$ cat config.mk
export PLATFORM = sky130hd
export DESIGN_NAME = id_stage
export DESIGN_NICKNAME = d
export VERILOG_FILES = /design/src/rtl/core_pkg.sv /design/src/rtl/id_stage.sv /design/src/rtl/if_id_reg.sv /design/src/rtl/imm_gen.sv /design/src/rtl/instr_decoder.sv /design/src/rtl/register_file.sv
export SDC_FILE = /design/constraint.sdc
export NUM_CORES = 2
export LEC_CHECK = 0
export CAP_MARGIN = 20
export CORE_AREA = 2 2 575 434
export DETAILED_ROUTE_END_ITERATION = 7
export DIE_AREA = 0 0 577 436
export DONT_BUFFER_PORTS = 1
export PLACE_DENSITY_LB_ADDON = 0.1
export SLEW_MARGIN = 30
export SYNTH_ARGS = -nofsm -noshare
export SYNTH_HDL_FRONTEND = slang
export SYNTH_HIERARCHICAL = 1
export SYNTH_SLANG_ARGS = --single-unit
export TNS_END_PERCENT = 10
$ cat constraint.sdc
create_clock -name clk -period 4.1 [get_ports clk]
set_input_delay 1.025 -clock clk [delete_from_list [all_inputs] [get_ports clk]]
set_output_delay 1.025 -clock clk [all_outputs]
set_load 0.005 [all_outputs]
$ cat src/rtl/core_pkg.sv
package core_pkg;

    ////////////////////////////////////////////////////////////
    // Widths and constants
    ////////////////////////////////////////////////////////////
    localparam int XLEN       = 32;
    localparam int REG_ADDR_W = 5;
    localparam int NUM_REGS   = 32;

    localparam logic [XLEN-1:0] NOP_INSTR = 32'h0000_0013; // addi x0,x0,0

    // Instruction field positions
    localparam int RS1_MSB    = 19;
    localparam int RS1_LSB    = 15;
    localparam int RS2_MSB    = 24;
    localparam int RS2_LSB    = 20;
    localparam int RD_MSB     = 11;
    localparam int RD_LSB     = 7;
    localparam int OPCODE_MSB = 6;
    localparam int FUNCT3_MSB = 14;
    localparam int FUNCT3_LSB = 12;

    ////////////////////////////////////////////////////////////
    // Encodings
    ////////////////////////////////////////////////////////////
    typedef enum logic [6:0] {
        OPCODE_LUI    = 7'b0110111,
        OPCODE_AUIPC  = 7'b0010111,
        OPCODE_JAL    = 7'b1101111,
        OPCODE_JALR   = 7'b1100111,
        OPCODE_BRANCH = 7'b1100011,
        OPCODE_LOAD   = 7'b0000011,
        OPCODE_STORE  = 7'b0100011,
        OPCODE_OPIMM  = 7'b0010011,
        OPCODE_OP     = 7'b0110011
    } opcode_e;

    typedef enum logic [3:0] {
        ALU_ADD, ALU_SUB, ALU_SLT, ALU_SLTU, ALU_XOR, ALU_OR,
        ALU_AND, ALU_SLL, ALU_SRL, ALU_SRA, ALU_LUI
    } alu_op_e;

    // Operand 1 picks PC, operand 2 picks the immediate on the same code
    typedef enum logic {
        ALU_SRC_REG = 1'b0,
        ALU_SRC_PC  = 1'b1
    } alu_src_e;
    localparam alu_src_e ALU_SRC_IMM = ALU_SRC_PC;

    typedef enum logic {
        WB_MUX_ALU = 1'b0,
        WB_MUX_MEM = 1'b1
    } wb_mux_e;

    typedef enum logic [2:0] {
        MEM_B    = 3'b000,
        MEM_H    = 3'b001,
        MEM_W    = 3'b010,
        MEM_BU   = 3'b100,
        MEM_HU   = 3'b101,
        MEM_NONE = 3'b111
    } mem_type_e;

    // Conditional types are zero followed by funct3
    typedef enum logic [3:0] {
        BRCH_BEQ  = 4'b0000,
        BRCH_BNE  = 4'b0001,
        BRCH_BLT  = 4'b0100,
        BRCH_BGE  = 4'b0101,
        BRCH_BLTU = 4'b0110,
        BRCH_BGEU = 4'b0111,
        BRCH_JALR = 4'b1000,
        BRCH_NONE = 4'b1111
    } branch_e;

    typedef enum logic [2:0] {
        IMM_I, IMM_IZ, IMM_S, IMM_SB, IMM_U, IMM_UJ, IMM_FOUR
    } imm_sel_e;

endpackage

$ cat src/rtl/id_stage.sv
`timescale 1ns/1ns

module id_stage import core_pkg::*; (
    input  logic                  clk,
    input  logic                  reset_i,
    input  logic [XLEN-1:0]       pc_if_i,
    input  logic [XLEN-1:0]       instr_if_i,
    input  logic                  stall_i,
    input  logic                  clear_i,
    input  logic [REG_ADDR_W-1:0] wb_waddr_i,
    input  logic                  wb_we_i,
    input  logic [XLEN-1:0]       wb_wdata_i,
    output logic [XLEN-1:0]       pc_id_o,
    output logic                  jump_decision_o,
    output logic [XLEN-1:0]       jump_target_o,
    output logic                  alu_en_o,
    output alu_op_e               alu_op_o,
    output alu_src_e              alu_src_1_o,
    output alu_src_e              alu_src_2_o,
    output logic [REG_ADDR_W-1:0] rs1_raddr_o,
    output logic [REG_ADDR_W-1:0] rs2_raddr_o,
    output logic [XLEN-1:0]       rs1_rdata_o,
    output logic [XLEN-1:0]       rs2_rdata_o,
    output logic                  rs1_used_o,
    output logic                  rs2_used_o,
    output logic [XLEN-1:0]       imm_o,
    output logic [REG_ADDR_W-1:0] regfile_waddr_o,
    output logic                  regfile_we_o,
    output wb_mux_e               regfile_wb_mux_o,
    output logic                  mem_req_o,
    output logic                  mem_we_o,
    output mem_type_e             mem_type_o,
    output branch_e               branch_type_o,
    output logic                  illegal_instr_o
);

    logic [XLEN-1:0] pc_id;
    logic [XLEN-1:0] instr_id;
    imm_sel_e        imm_sel;

    ////////////////////////////////////////////////////////////
    // Fetch to decode register
    ////////////////////////////////////////////////////////////
    if_id_reg u_if_id_reg (
        .clk     (clk),
        .reset_i (reset_i),
        .stall_i (stall_i),
        .clear_i (clear_i),
        .pc_i    (pc_if_i),
        .instr_i (instr_if_i),
        .pc_o    (pc_id),
        .instr_o (instr_id)
    );

    assign pc_id_o         = pc_id;
    assign rs1_raddr_o     = instr_id[RS1_MSB:RS1_LSB];
    assign rs2_raddr_o     = instr_id[RS2_MSB:RS2_LSB];
    assign regfile_waddr_o = instr_id[RD_MSB:RD_LSB];

    ////////////////////////////////////////////////////////////
    // Decode, immediates and operand read
    ////////////////////////////////////////////////////////////
    instr_decoder u_instr_decoder (
        .instr_i          (instr_id),
        .jump_decision_o  (jump_decision_o),
        .alu_en_o         (alu_en_o),
        .alu_op_o         (alu_op_o),
        .alu_src_1_o      (alu_src_1_o),
        .alu_src_2_o      (alu_src_2_o),
        .rs1_used_o       (rs1_used_o),
        .rs2_used_o       (rs2_used_o),
        .mem_req_o        (mem_req_o),
        .mem_we_o         (mem_we_o),
        .mem_type_o       (mem_type_o),
        .regfile_we_o     (regfile_we_o),
        .regfile_wb_mux_o (regfile_wb_mux_o),
        .branch_type_o    (branch_type_o),
        .imm_sel_o        (imm_sel),
        .illegal_instr_o  (illegal_instr_o)
    );

    imm_gen u_imm_gen (
        .instr_i       (instr_id),
        .pc_i          (pc_id),
        .imm_sel_i     (imm_sel),
        .imm_o         (imm_o),
        .jump_target_o (jump_target_o)
    );

    // Read addresses come straight from the rs1 and rs2 fields
    register_file u_register_file (
        .clk       (clk),
        .reset_i   (reset_i),
        .raddr_a_i (rs1_raddr_o),
        .raddr_b_i (rs2_raddr_o),
        .waddr_i   (wb_waddr_i),
        .wdata_i   (wb_wdata_i),
        .we_i      (wb_we_i),
        .rdata_a_o (rs1_rdata_o),
        .rdata_b_o (rs2_rdata_o)
    );

endmodule

$ cat src/rtl/if_id_reg.sv
`timescale 1ns/1ns

module if_id_reg import core_pkg::*; (
    input  logic            clk,
    input  logic            reset_i,
    input  logic            stall_i,
    input  logic            clear_i,
    input  logic [XLEN-1:0] pc_i,
    input  logic [XLEN-1:0] instr_i,
    output logic [XLEN-1:0] pc_o,
    output logic [XLEN-1:0] instr_o
);

    logic [XLEN-1:0] pc_q;
    logic [XLEN-1:0] instr_q;

    // Stall wins over clear
    always_ff @(posedge clk) begin
        if (reset_i) begin
            pc_q    <= '0;
            instr_q <= NOP_INSTR;
        end else if (stall_i) begin
            pc_q    <= pc_q;      // Hold
            instr_q <= instr_q;
        end else if (clear_i) begin
            pc_q    <= '0;        // Bubble
            instr_q <= NOP_INSTR;
        end else begin
            pc_q    <= pc_i;
            instr_q <= instr_i;
        end
    end

    assign pc_o    = pc_q;
    assign instr_o = instr_q;

endmodule

$ cat src/rtl/imm_gen.sv
`timescale 1ns/1ns

module imm_gen import core_pkg::*; (
    input  logic [XLEN-1:0] instr_i,
    input  logic [XLEN-1:0] pc_i,
    input  imm_sel_e        imm_sel_i,
    output logic [XLEN-1:0] imm_o,
    output logic [XLEN-1:0] jump_target_o
);

    logic [XLEN-1:0] imm_i;
    logic [XLEN-1:0] imm_iz;
    logic [XLEN-1:0] imm_s;
    logic [XLEN-1:0] imm_sb;
    logic [XLEN-1:0] imm_u;
    logic [XLEN-1:0] imm_uj;

    assign imm_i  = {{20{instr_i[31]}}, instr_i[31:20]};
    assign imm_iz = {20'b0, instr_i[31:20]};                    // Zero extended
    assign imm_s  = {{20{instr_i[31]}}, instr_i[31:25], instr_i[11:7]};
    assign imm_sb = {{20{instr_i[31]}}, instr_i[7], instr_i[30:25],
                     instr_i[11:8], 1'b0};
    assign imm_u  = {instr_i[31:12], 12'b0};
    assign imm_uj = {{12{instr_i[31]}}, instr_i[19:12], instr_i[20],
                     instr_i[30:21], 1'b0};

    always_comb begin
        case (imm_sel_i)
            IMM_I:    imm_o = imm_i;
            IMM_IZ:   imm_o = imm_iz;
            IMM_S:    imm_o = imm_s;
            IMM_SB:   imm_o = imm_sb;
            IMM_U:    imm_o = imm_u;
            IMM_UJ:   imm_o = imm_uj;
            IMM_FOUR: imm_o = 32'd4;                             // JAL link offset
            default:  imm_o = '0;
        endcase
    end

    // JAL target resolved right here in decode
    assign jump_target_o = pc_i + imm_uj;

endmodule

$ cat src/rtl/instr_decoder.sv
`timescale 1ns/1ns

module instr_decoder import core_pkg::*; (
    input  logic [XLEN-1:0] instr_i,
    output logic            jump_decision_o,
    output logic            alu_en_o,
    output alu_op_e         alu_op_o,
    output alu_src_e        alu_src_1_o,
    output alu_src_e        alu_src_2_o,
    output logic            rs1_used_o,
    output logic            rs2_used_o,
    output logic            mem_req_o,
    output logic            mem_we_o,
    output mem_type_e       mem_type_o,
    output logic            regfile_we_o,
    output wb_mux_e         regfile_wb_mux_o,
    output branch_e         branch_type_o,
    output imm_sel_e        imm_sel_o,
    output logic            illegal_instr_o
);

    logic [2:0] funct3;
    logic [6:0] funct7;

    assign funct3 = instr_i[FUNCT3_MSB:FUNCT3_LSB];
    assign funct7 = instr_i[31:25];

    always_comb begin
        // Everything inactive unless the opcode says otherwise
        jump_decision_o  = 1'b0;
        alu_en_o         = 1'b0;
        alu_op_o         = ALU_ADD;
        alu_src_1_o      = ALU_SRC_REG;
        alu_src_2_o      = ALU_SRC_REG;
        rs1_used_o       = 1'b0;
        rs2_used_o       = 1'b0;
        mem_req_o        = 1'b0;
        mem_we_o         = 1'b0;
        mem_type_o       = MEM_NONE;
        regfile_we_o     = 1'b0;
        regfile_wb_mux_o = WB_MUX_ALU;
        branch_type_o    = BRCH_NONE;
        imm_sel_o        = IMM_I;
        illegal_instr_o  = 1'b0;

        case (opcode_e'(instr_i[OPCODE_MSB:0]))
            OPCODE_JAL: begin
                jump_decision_o = 1'b1;
                alu_en_o        = 1'b1;
                alu_src_1_o     = ALU_SRC_PC;   // Link address is PC + 4
                alu_src_2_o     = ALU_SRC_IMM;
                regfile_we_o    = 1'b1;
                imm_sel_o       = IMM_FOUR;
            end
            OPCODE_JALR: begin
                alu_en_o      = 1'b1;
                alu_src_2_o   = ALU_SRC_IMM;
                rs1_used_o    = 1'b1;
                regfile_we_o  = 1'b1;
                branch_type_o = BRCH_JALR;
            end
            OPCODE_BRANCH: begin
                alu_en_o    = 1'b1;
                alu_src_1_o = ALU_SRC_PC;       // Target computed in EX
                alu_src_2_o = ALU_SRC_IMM;
                rs1_used_o  = 1'b1;
                rs2_used_o  = 1'b1;
                imm_sel_o   = IMM_SB;
                case (funct3)
                    3'b010, 3'b011: illegal_instr_o = 1'b1;
                    default:        branch_type_o = branch_e'({1'b0, funct3});
                endcase
            end
            OPCODE_STORE: begin
                alu_en_o    = 1'b1;
                alu_src_2_o = ALU_SRC_IMM;      // Address = rs1 + offset
                rs1_used_o  = 1'b1;
                rs2_used_o  = 1'b1;
                mem_req_o   = 1'b1;
                mem_we_o    = 1'b1;
                imm_sel_o   = IMM_S;
                case (funct3)
                    3'b000, 3'b001, 3'b010: mem_type_o = mem_type_e'(funct3);
                    default:                illegal_instr_o = 1'b1;
                endcase
            end
            OPCODE_LOAD: begin
                alu_en_o         = 1'b1;
                alu_src_2_o      = ALU_SRC_IMM;
                rs1_used_o       = 1'b1;
                mem_req_o        = 1'b1;
                regfile_we_o     = 1'b1;
                regfile_wb_mux_o = WB_MUX_MEM;
                case (funct3)
                    3'b000, 3'b001, 3'b010,
                    3'b100, 3'b101: mem_type_o = mem_type_e'(funct3);
                    default:        illegal_instr_o = 1'b1;
                endcase
            end
            OPCODE_LUI: begin
                alu_en_o     = 1'b1;
                alu_op_o     = ALU_LUI;
                alu_src_2_o  = ALU_SRC_IMM;
                regfile_we_o = 1'b1;
                imm_sel_o    = IMM_U;
            end
            OPCODE_AUIPC: begin
                alu_en_o     = 1'b1;
                alu_src_1_o  = ALU_SRC_PC;
                alu_src_2_o  = ALU_SRC_IMM;
                regfile_we_o = 1'b1;
                imm_sel_o    = IMM_U;
            end
            OPCODE_OPIMM: begin
                alu_en_o     = 1'b1;
                alu_src_2_o  = ALU_SRC_IMM;
                rs1_used_o   = 1'b1;
                regfile_we_o = 1'b1;
                case (funct3)
                    3'b000: alu_op_o = ALU_ADD;
                    3'b010: alu_op_o = ALU_SLT;
                    3'b011: alu_op_o = ALU_SLTU;
                    3'b100: alu_op_o = ALU_XOR;
                    3'b110: alu_op_o = ALU_OR;
                    3'b111: alu_op_o = ALU_AND;
                    3'b001: begin
                        alu_op_o = ALU_SLL;
                        if (funct7 != 7'b0000000) illegal_instr_o = 1'b1;
                    end
                    default: begin              // 101, SRLI or SRAI
                        if (funct7 == 7'b0000000)
                            alu_op_o = ALU_SRL;
                        else if (funct7 == 7'b0100000)
                            alu_op_o = ALU_SRA;
                        else
                            illegal_instr_o = 1'b1;
                    end
                endcase
            end
            OPCODE_OP: begin
                alu_en_o     = 1'b1;
                rs1_used_o   = 1'b1;
                rs2_used_o   = 1'b1;
                regfile_we_o = 1'b1;
                case ({funct7, funct3})
                    {7'b0000000, 3'b000}: alu_op_o = ALU_ADD;
                    {7'b0100000, 3'b000}: alu_op_o = ALU_SUB;
                    {7'b0000000, 3'b010}: alu_op_o = ALU_SLT;
                    {7'b0000000, 3'b011}: alu_op_o = ALU_SLTU;
                    {7'b0000000, 3'b100}: alu_op_o = ALU_XOR;
                    {7'b0000000, 3'b110}: alu_op_o = ALU_OR;
                    {7'b0000000, 3'b111}: alu_op_o = ALU_AND;
                    {7'b0000000, 3'b001}: alu_op_o = ALU_SLL;
                    {7'b0000000, 3'b101}: alu_op_o = ALU_SRL;
                    {7'b0100000, 3'b101}: alu_op_o = ALU_SRA;
                    default:              illegal_instr_o = 1'b1;
                endcase
            end
            default: illegal_instr_o = 1'b1;
        endcase
    end

endmodule

$ cat src/rtl/register_file.sv
`timescale 1ns/1ns

module register_file import core_pkg::*; (
    input  logic                  clk,
    input  logic                  reset_i,
    input  logic [REG_ADDR_W-1:0] raddr_a_i,
    input  logic [REG_ADDR_W-1:0] raddr_b_i,
    input  logic [REG_ADDR_W-1:0] waddr_i,
    input  logic [XLEN-1:0]       wdata_i,
    input  logic                  we_i,
    output logic [XLEN-1:0]       rdata_a_o,
    output logic [XLEN-1:0]       rdata_b_o
);

    logic [XLEN-1:0] regs [NUM_REGS];
    logic            wr_valid;
    logic            fwd_a;
    logic            fwd_b;

    assign wr_valid = we_i && (waddr_i != '0);  // x0 is never written

    always_ff @(posedge clk) begin
        if (reset_i) begin
            for (int i = 0; i < NUM_REGS; i++) begin
                regs[i] <= '0;
            end
        end else if (wr_valid) begin
            regs[waddr_i] <= wdata_i;
        end
    end

    ////////////////////////////////////////////////////////////
    // Read ports with write-back bypass
    ////////////////////////////////////////////////////////////
    assign fwd_a = wr_valid && (waddr_i == raddr_a_i);
    assign fwd_b = wr_valid && (waddr_i == raddr_b_i);

    assign rdata_a_o = (raddr_a_i == '0) ? '0 :
                       fwd_a             ? wdata_i : regs[raddr_a_i];
    assign rdata_b_o = (raddr_b_i == '0) ? '0 :
                       fwd_b             ? wdata_i : regs[raddr_b_i];

endmodule

==> results.cfg <==
[synthesis]
synth_top_area_share_pct = 50.2
ys_seq_area_share_pct = 52.3
synth-async-reset-ratio_pct = 0
synth_area_leaders = edfxtp_1, mux4_2, and2_1, mux2i_1, dfxtp_1
ys_warn_count = 6
ys_types = 90
ys.flop_type = edfxtp_1
synth_cells = 4590
yosysTopAreaCell = edfxtp_1
ys_ff_latch = 1088
avgSynthCellArea_um2 = 13.3
syn_area_um2 = 61200
synth-edff-count = 1024

[die]
placement_rows = 158
die_y_um = 436
start_util_pct = 24.9
die_w_um = 577
core_area_um2 = 246000
dieArea_um2 = 252000
num_io_pins = 303

[clocking]
cts-root-buf = clkbuf_16
cts_buffer_depth = 3
hold_buffers = 0
clkTransAtPathRegs_ns = 0.06
cts_buffers = 141
clkLatencyLatePin_ns = 0.79
cts.sinks = 1088
cts_tree = built
cts-htree-levels = 4

[sta]
holdWs_ns = 0.331
hold_viol = 0
rsz0062_at_grt = true
worst_pin_slew_ns = 0.977
max_freq_ghz = 0.227
period_minus_slack_ns = 4.41
max_slew_margin_pct = 34.7
finalClockSkew_ns = 0
finalWorstSetupSlack_ns = -0.310
fin_crit_sh_pct = 108
slew_viol_final = 0
setup_viol = 66

[setup_path]
reg2reg_slack_ns = 2.47
r2r_start = u_if_id_reg/instr_o[23]
critPathMaxFanout = 7
path_class = register to output pin
crit_path_end_kind = output pin
critPathLaunchType = register
worstRegToRegCells = 4
cp.arrival_ns = 3.38
reg2reg_to = u_if_id_reg/instr_o[23]
startpoint = u_if_id_reg/instr_o[15]
endpoint = rs1_rdata_o[25]
cp.required_ns = 3.07

[run]
maxCapViolCount = 0

[min_path]
hp-class = primary input to register

[power_and_ir_drop]
switchingPower_mw = 7.98
seq_power_share_pct = 44.4
ir_drop_mv = 0.450
p_sw_share_pct = 27.0
p_int_mw = 21.5
powerDensity_nw_per_um2 = 391
clock_power_share_pct = 42.1
p_leak_nw = 25.2
total_power_mw = 29.5
combinationalPowerShare_pct = 13.5

[drt]
drc_errors = 0
drtPass1Iterations = 5
vias = 42615
drtIter0Drc = 4546
finalWirelength_mm = 294
viasPerCell = 5.20
final_antenna_net_count = 0
wl_per_cell_um = 35.9

[placement]
portBuffers = 0
gp_congestion = 0.849
dp.final_hpwl_mm = 186

[global_route]
antenna_found_initial = 36
grt_pass1_wl_mm = 393
gr-usage-all-layers_pct = 22.9
grt_max_degree = 193
grt_pass1_vias = 41740
grt-ovfl-total = 0

[final_layout]
area_delta_synth_final_pct = 23.0
most-common-layout-cells = edfxtp_1, and2_1, mux4_2
final_layout_size_suffix_gt1_share_pct = 31.7
final_nets = 4942
final_common_cell = edfxtp_1

[status]
violations = setup timing
status = finished with violations
-- worst min path at each step --
stage,start,to,slack [ns],cells after the start
3_5_place_dp,u_if_id_reg/pc_o[30],u_if_id_reg/pc_o[30],0.50,2
4_1_cts,reset_i,u_if_id_reg/pc_o[30],0.24,1
6_report,reset_i,u_if_id_reg/pc_o[30],0.33,1
3_3_place_gp,u_if_id_reg/pc_o[30],u_if_id_reg/pc_o[30],0.49,2
2_1_floorplan,u_if_id_reg/instr_o[5],u_if_id_reg/instr_o[5],0.47,2
5_1_grt,reset_i,u_if_id_reg/pc_o[30],0.29,1
-- cell usage after synthesis, drive strengths merged, types with 11 or more instances --
| master | n |
|---|---|
| nand3 | 17 |
| mux4 | 367 |
| clkbuf | 299 |
| and3 | 22 |
| nand2 | 227 |
| a22oi | 62 |
| o22ai | 114 |
| a2111oi | 22 |
| a22o | 11 |
| and2 | 972 |
| mux2 | 67 |
| dfxtp | 64 |
| nor2b | 14 |
| o221ai | 37 |
| nand2b | 77 |
| a21o | 28 |
| nor2 | 91 |
| a211oi | 51 |
| xor2 | 13 |
| nor3 | 53 |
| a21oi | 126 |
| a221oi | 25 |
| buf | 166 |
| o21ai | 64 |
| or2 | 37 |
| ha | 30 |
| a32o | 33 |
| mux2i | 310 |
| edfxtp | 1024 |
| nand4 | 16 |
| xnor2 | 30 |
| inv | 19 |
-- registers in the layout, summed over array words and instances, names as in the netlist --
signal	count
u_register_file/regs	1024
u_if_id_reg/pc_o	32
u_if_id_reg/instr_o	32
-- cell type report --
class                      count  area [um2]
antenna                        7        17.5
inverter                      19        72.6
multi-input combinational   3050       28600
sequential                  1088       32100
clock inverter                87         813
tap                         3280        4100
timing repair buffer         505        6040
clock buffer                 167        3660
fill                       24399      171000
-- cell families after synthesis --
group                    after synthesis  synth area share, %
AO/OA/AOI/OAI                        632                 7.95
AND/OR/NAND/NOR                     1567                 14.7
adder cells (fa/ha/maj)               31                0.646
XOR/XNOR                              43                0.615
flip-flops                          1088                 52.3
other                                  1              0.00612
multiplexers                         744                 19.8
buffers and inverters                484                 3.91
-- worst max-delay path, stage by stage (launching register included) --
cell and delay, ns:
dfxtp_4 0.43, buf_12 0.19, buf_16 0.18, buf_8 0.13, mux4_2 0.54, mux4_2 0.60
nor2b_4 0.17, a211o_1 0.33
-- power by group through the flow --
| stage | combinational [mW] | sequential, mW | clock, mW |
|---|---|---|---|
| final | 3.98 | 13.1 | 12.4 |
| after global routing | 4.09 | 13.2 | 13.1 |
| after floorplan | 1.95 | 13.2 | 0 |
| after CTS | 3.82 | 13.1 | 12.7 |
| after detailed placement | 3.52 | 13.3 | 0 |
| after global placement | 3.54 | 13.3 | 0 |
-- repair_timing --
item	in CTS	in global routing
gates resized for setup	306	157
pin swaps	44	54
setup endpoints to repair	94	91
gates cloned	15	3
buffers inserted	61	49
-- routing by layer --
metal	GRT usage (%)	part of all wire, %
met3	3.64	6.1
met4	5.62	2.6
met5	0	0.0071
met1	33.9	47
met2	34.6	44
-- stage by stage --
stage / area (um2) / setup WS [ns] / instances / setup TNS [ns] / utilization (%)
6_report: 75300 / -0.310 / 8203 / -8.14 / 30.6
3_3_place_gp: 67300 / -0.00305 / 7819 / -0.00305 / 27.3
4_1_cts: 74100 / -0.331 / 8145 / -12.81 / 30.1
3_5_place_dp: 67300 / 0.0739 / 7819 / 0 / 27.3
2_1_floorplan: 61400 / 0.445 / 4621 / 0 / -
5_1_grt: 75300 / -0.329 / 8198 / -14.72 / 30.6
Note: power is estimated with default switching activity, not from simulation.
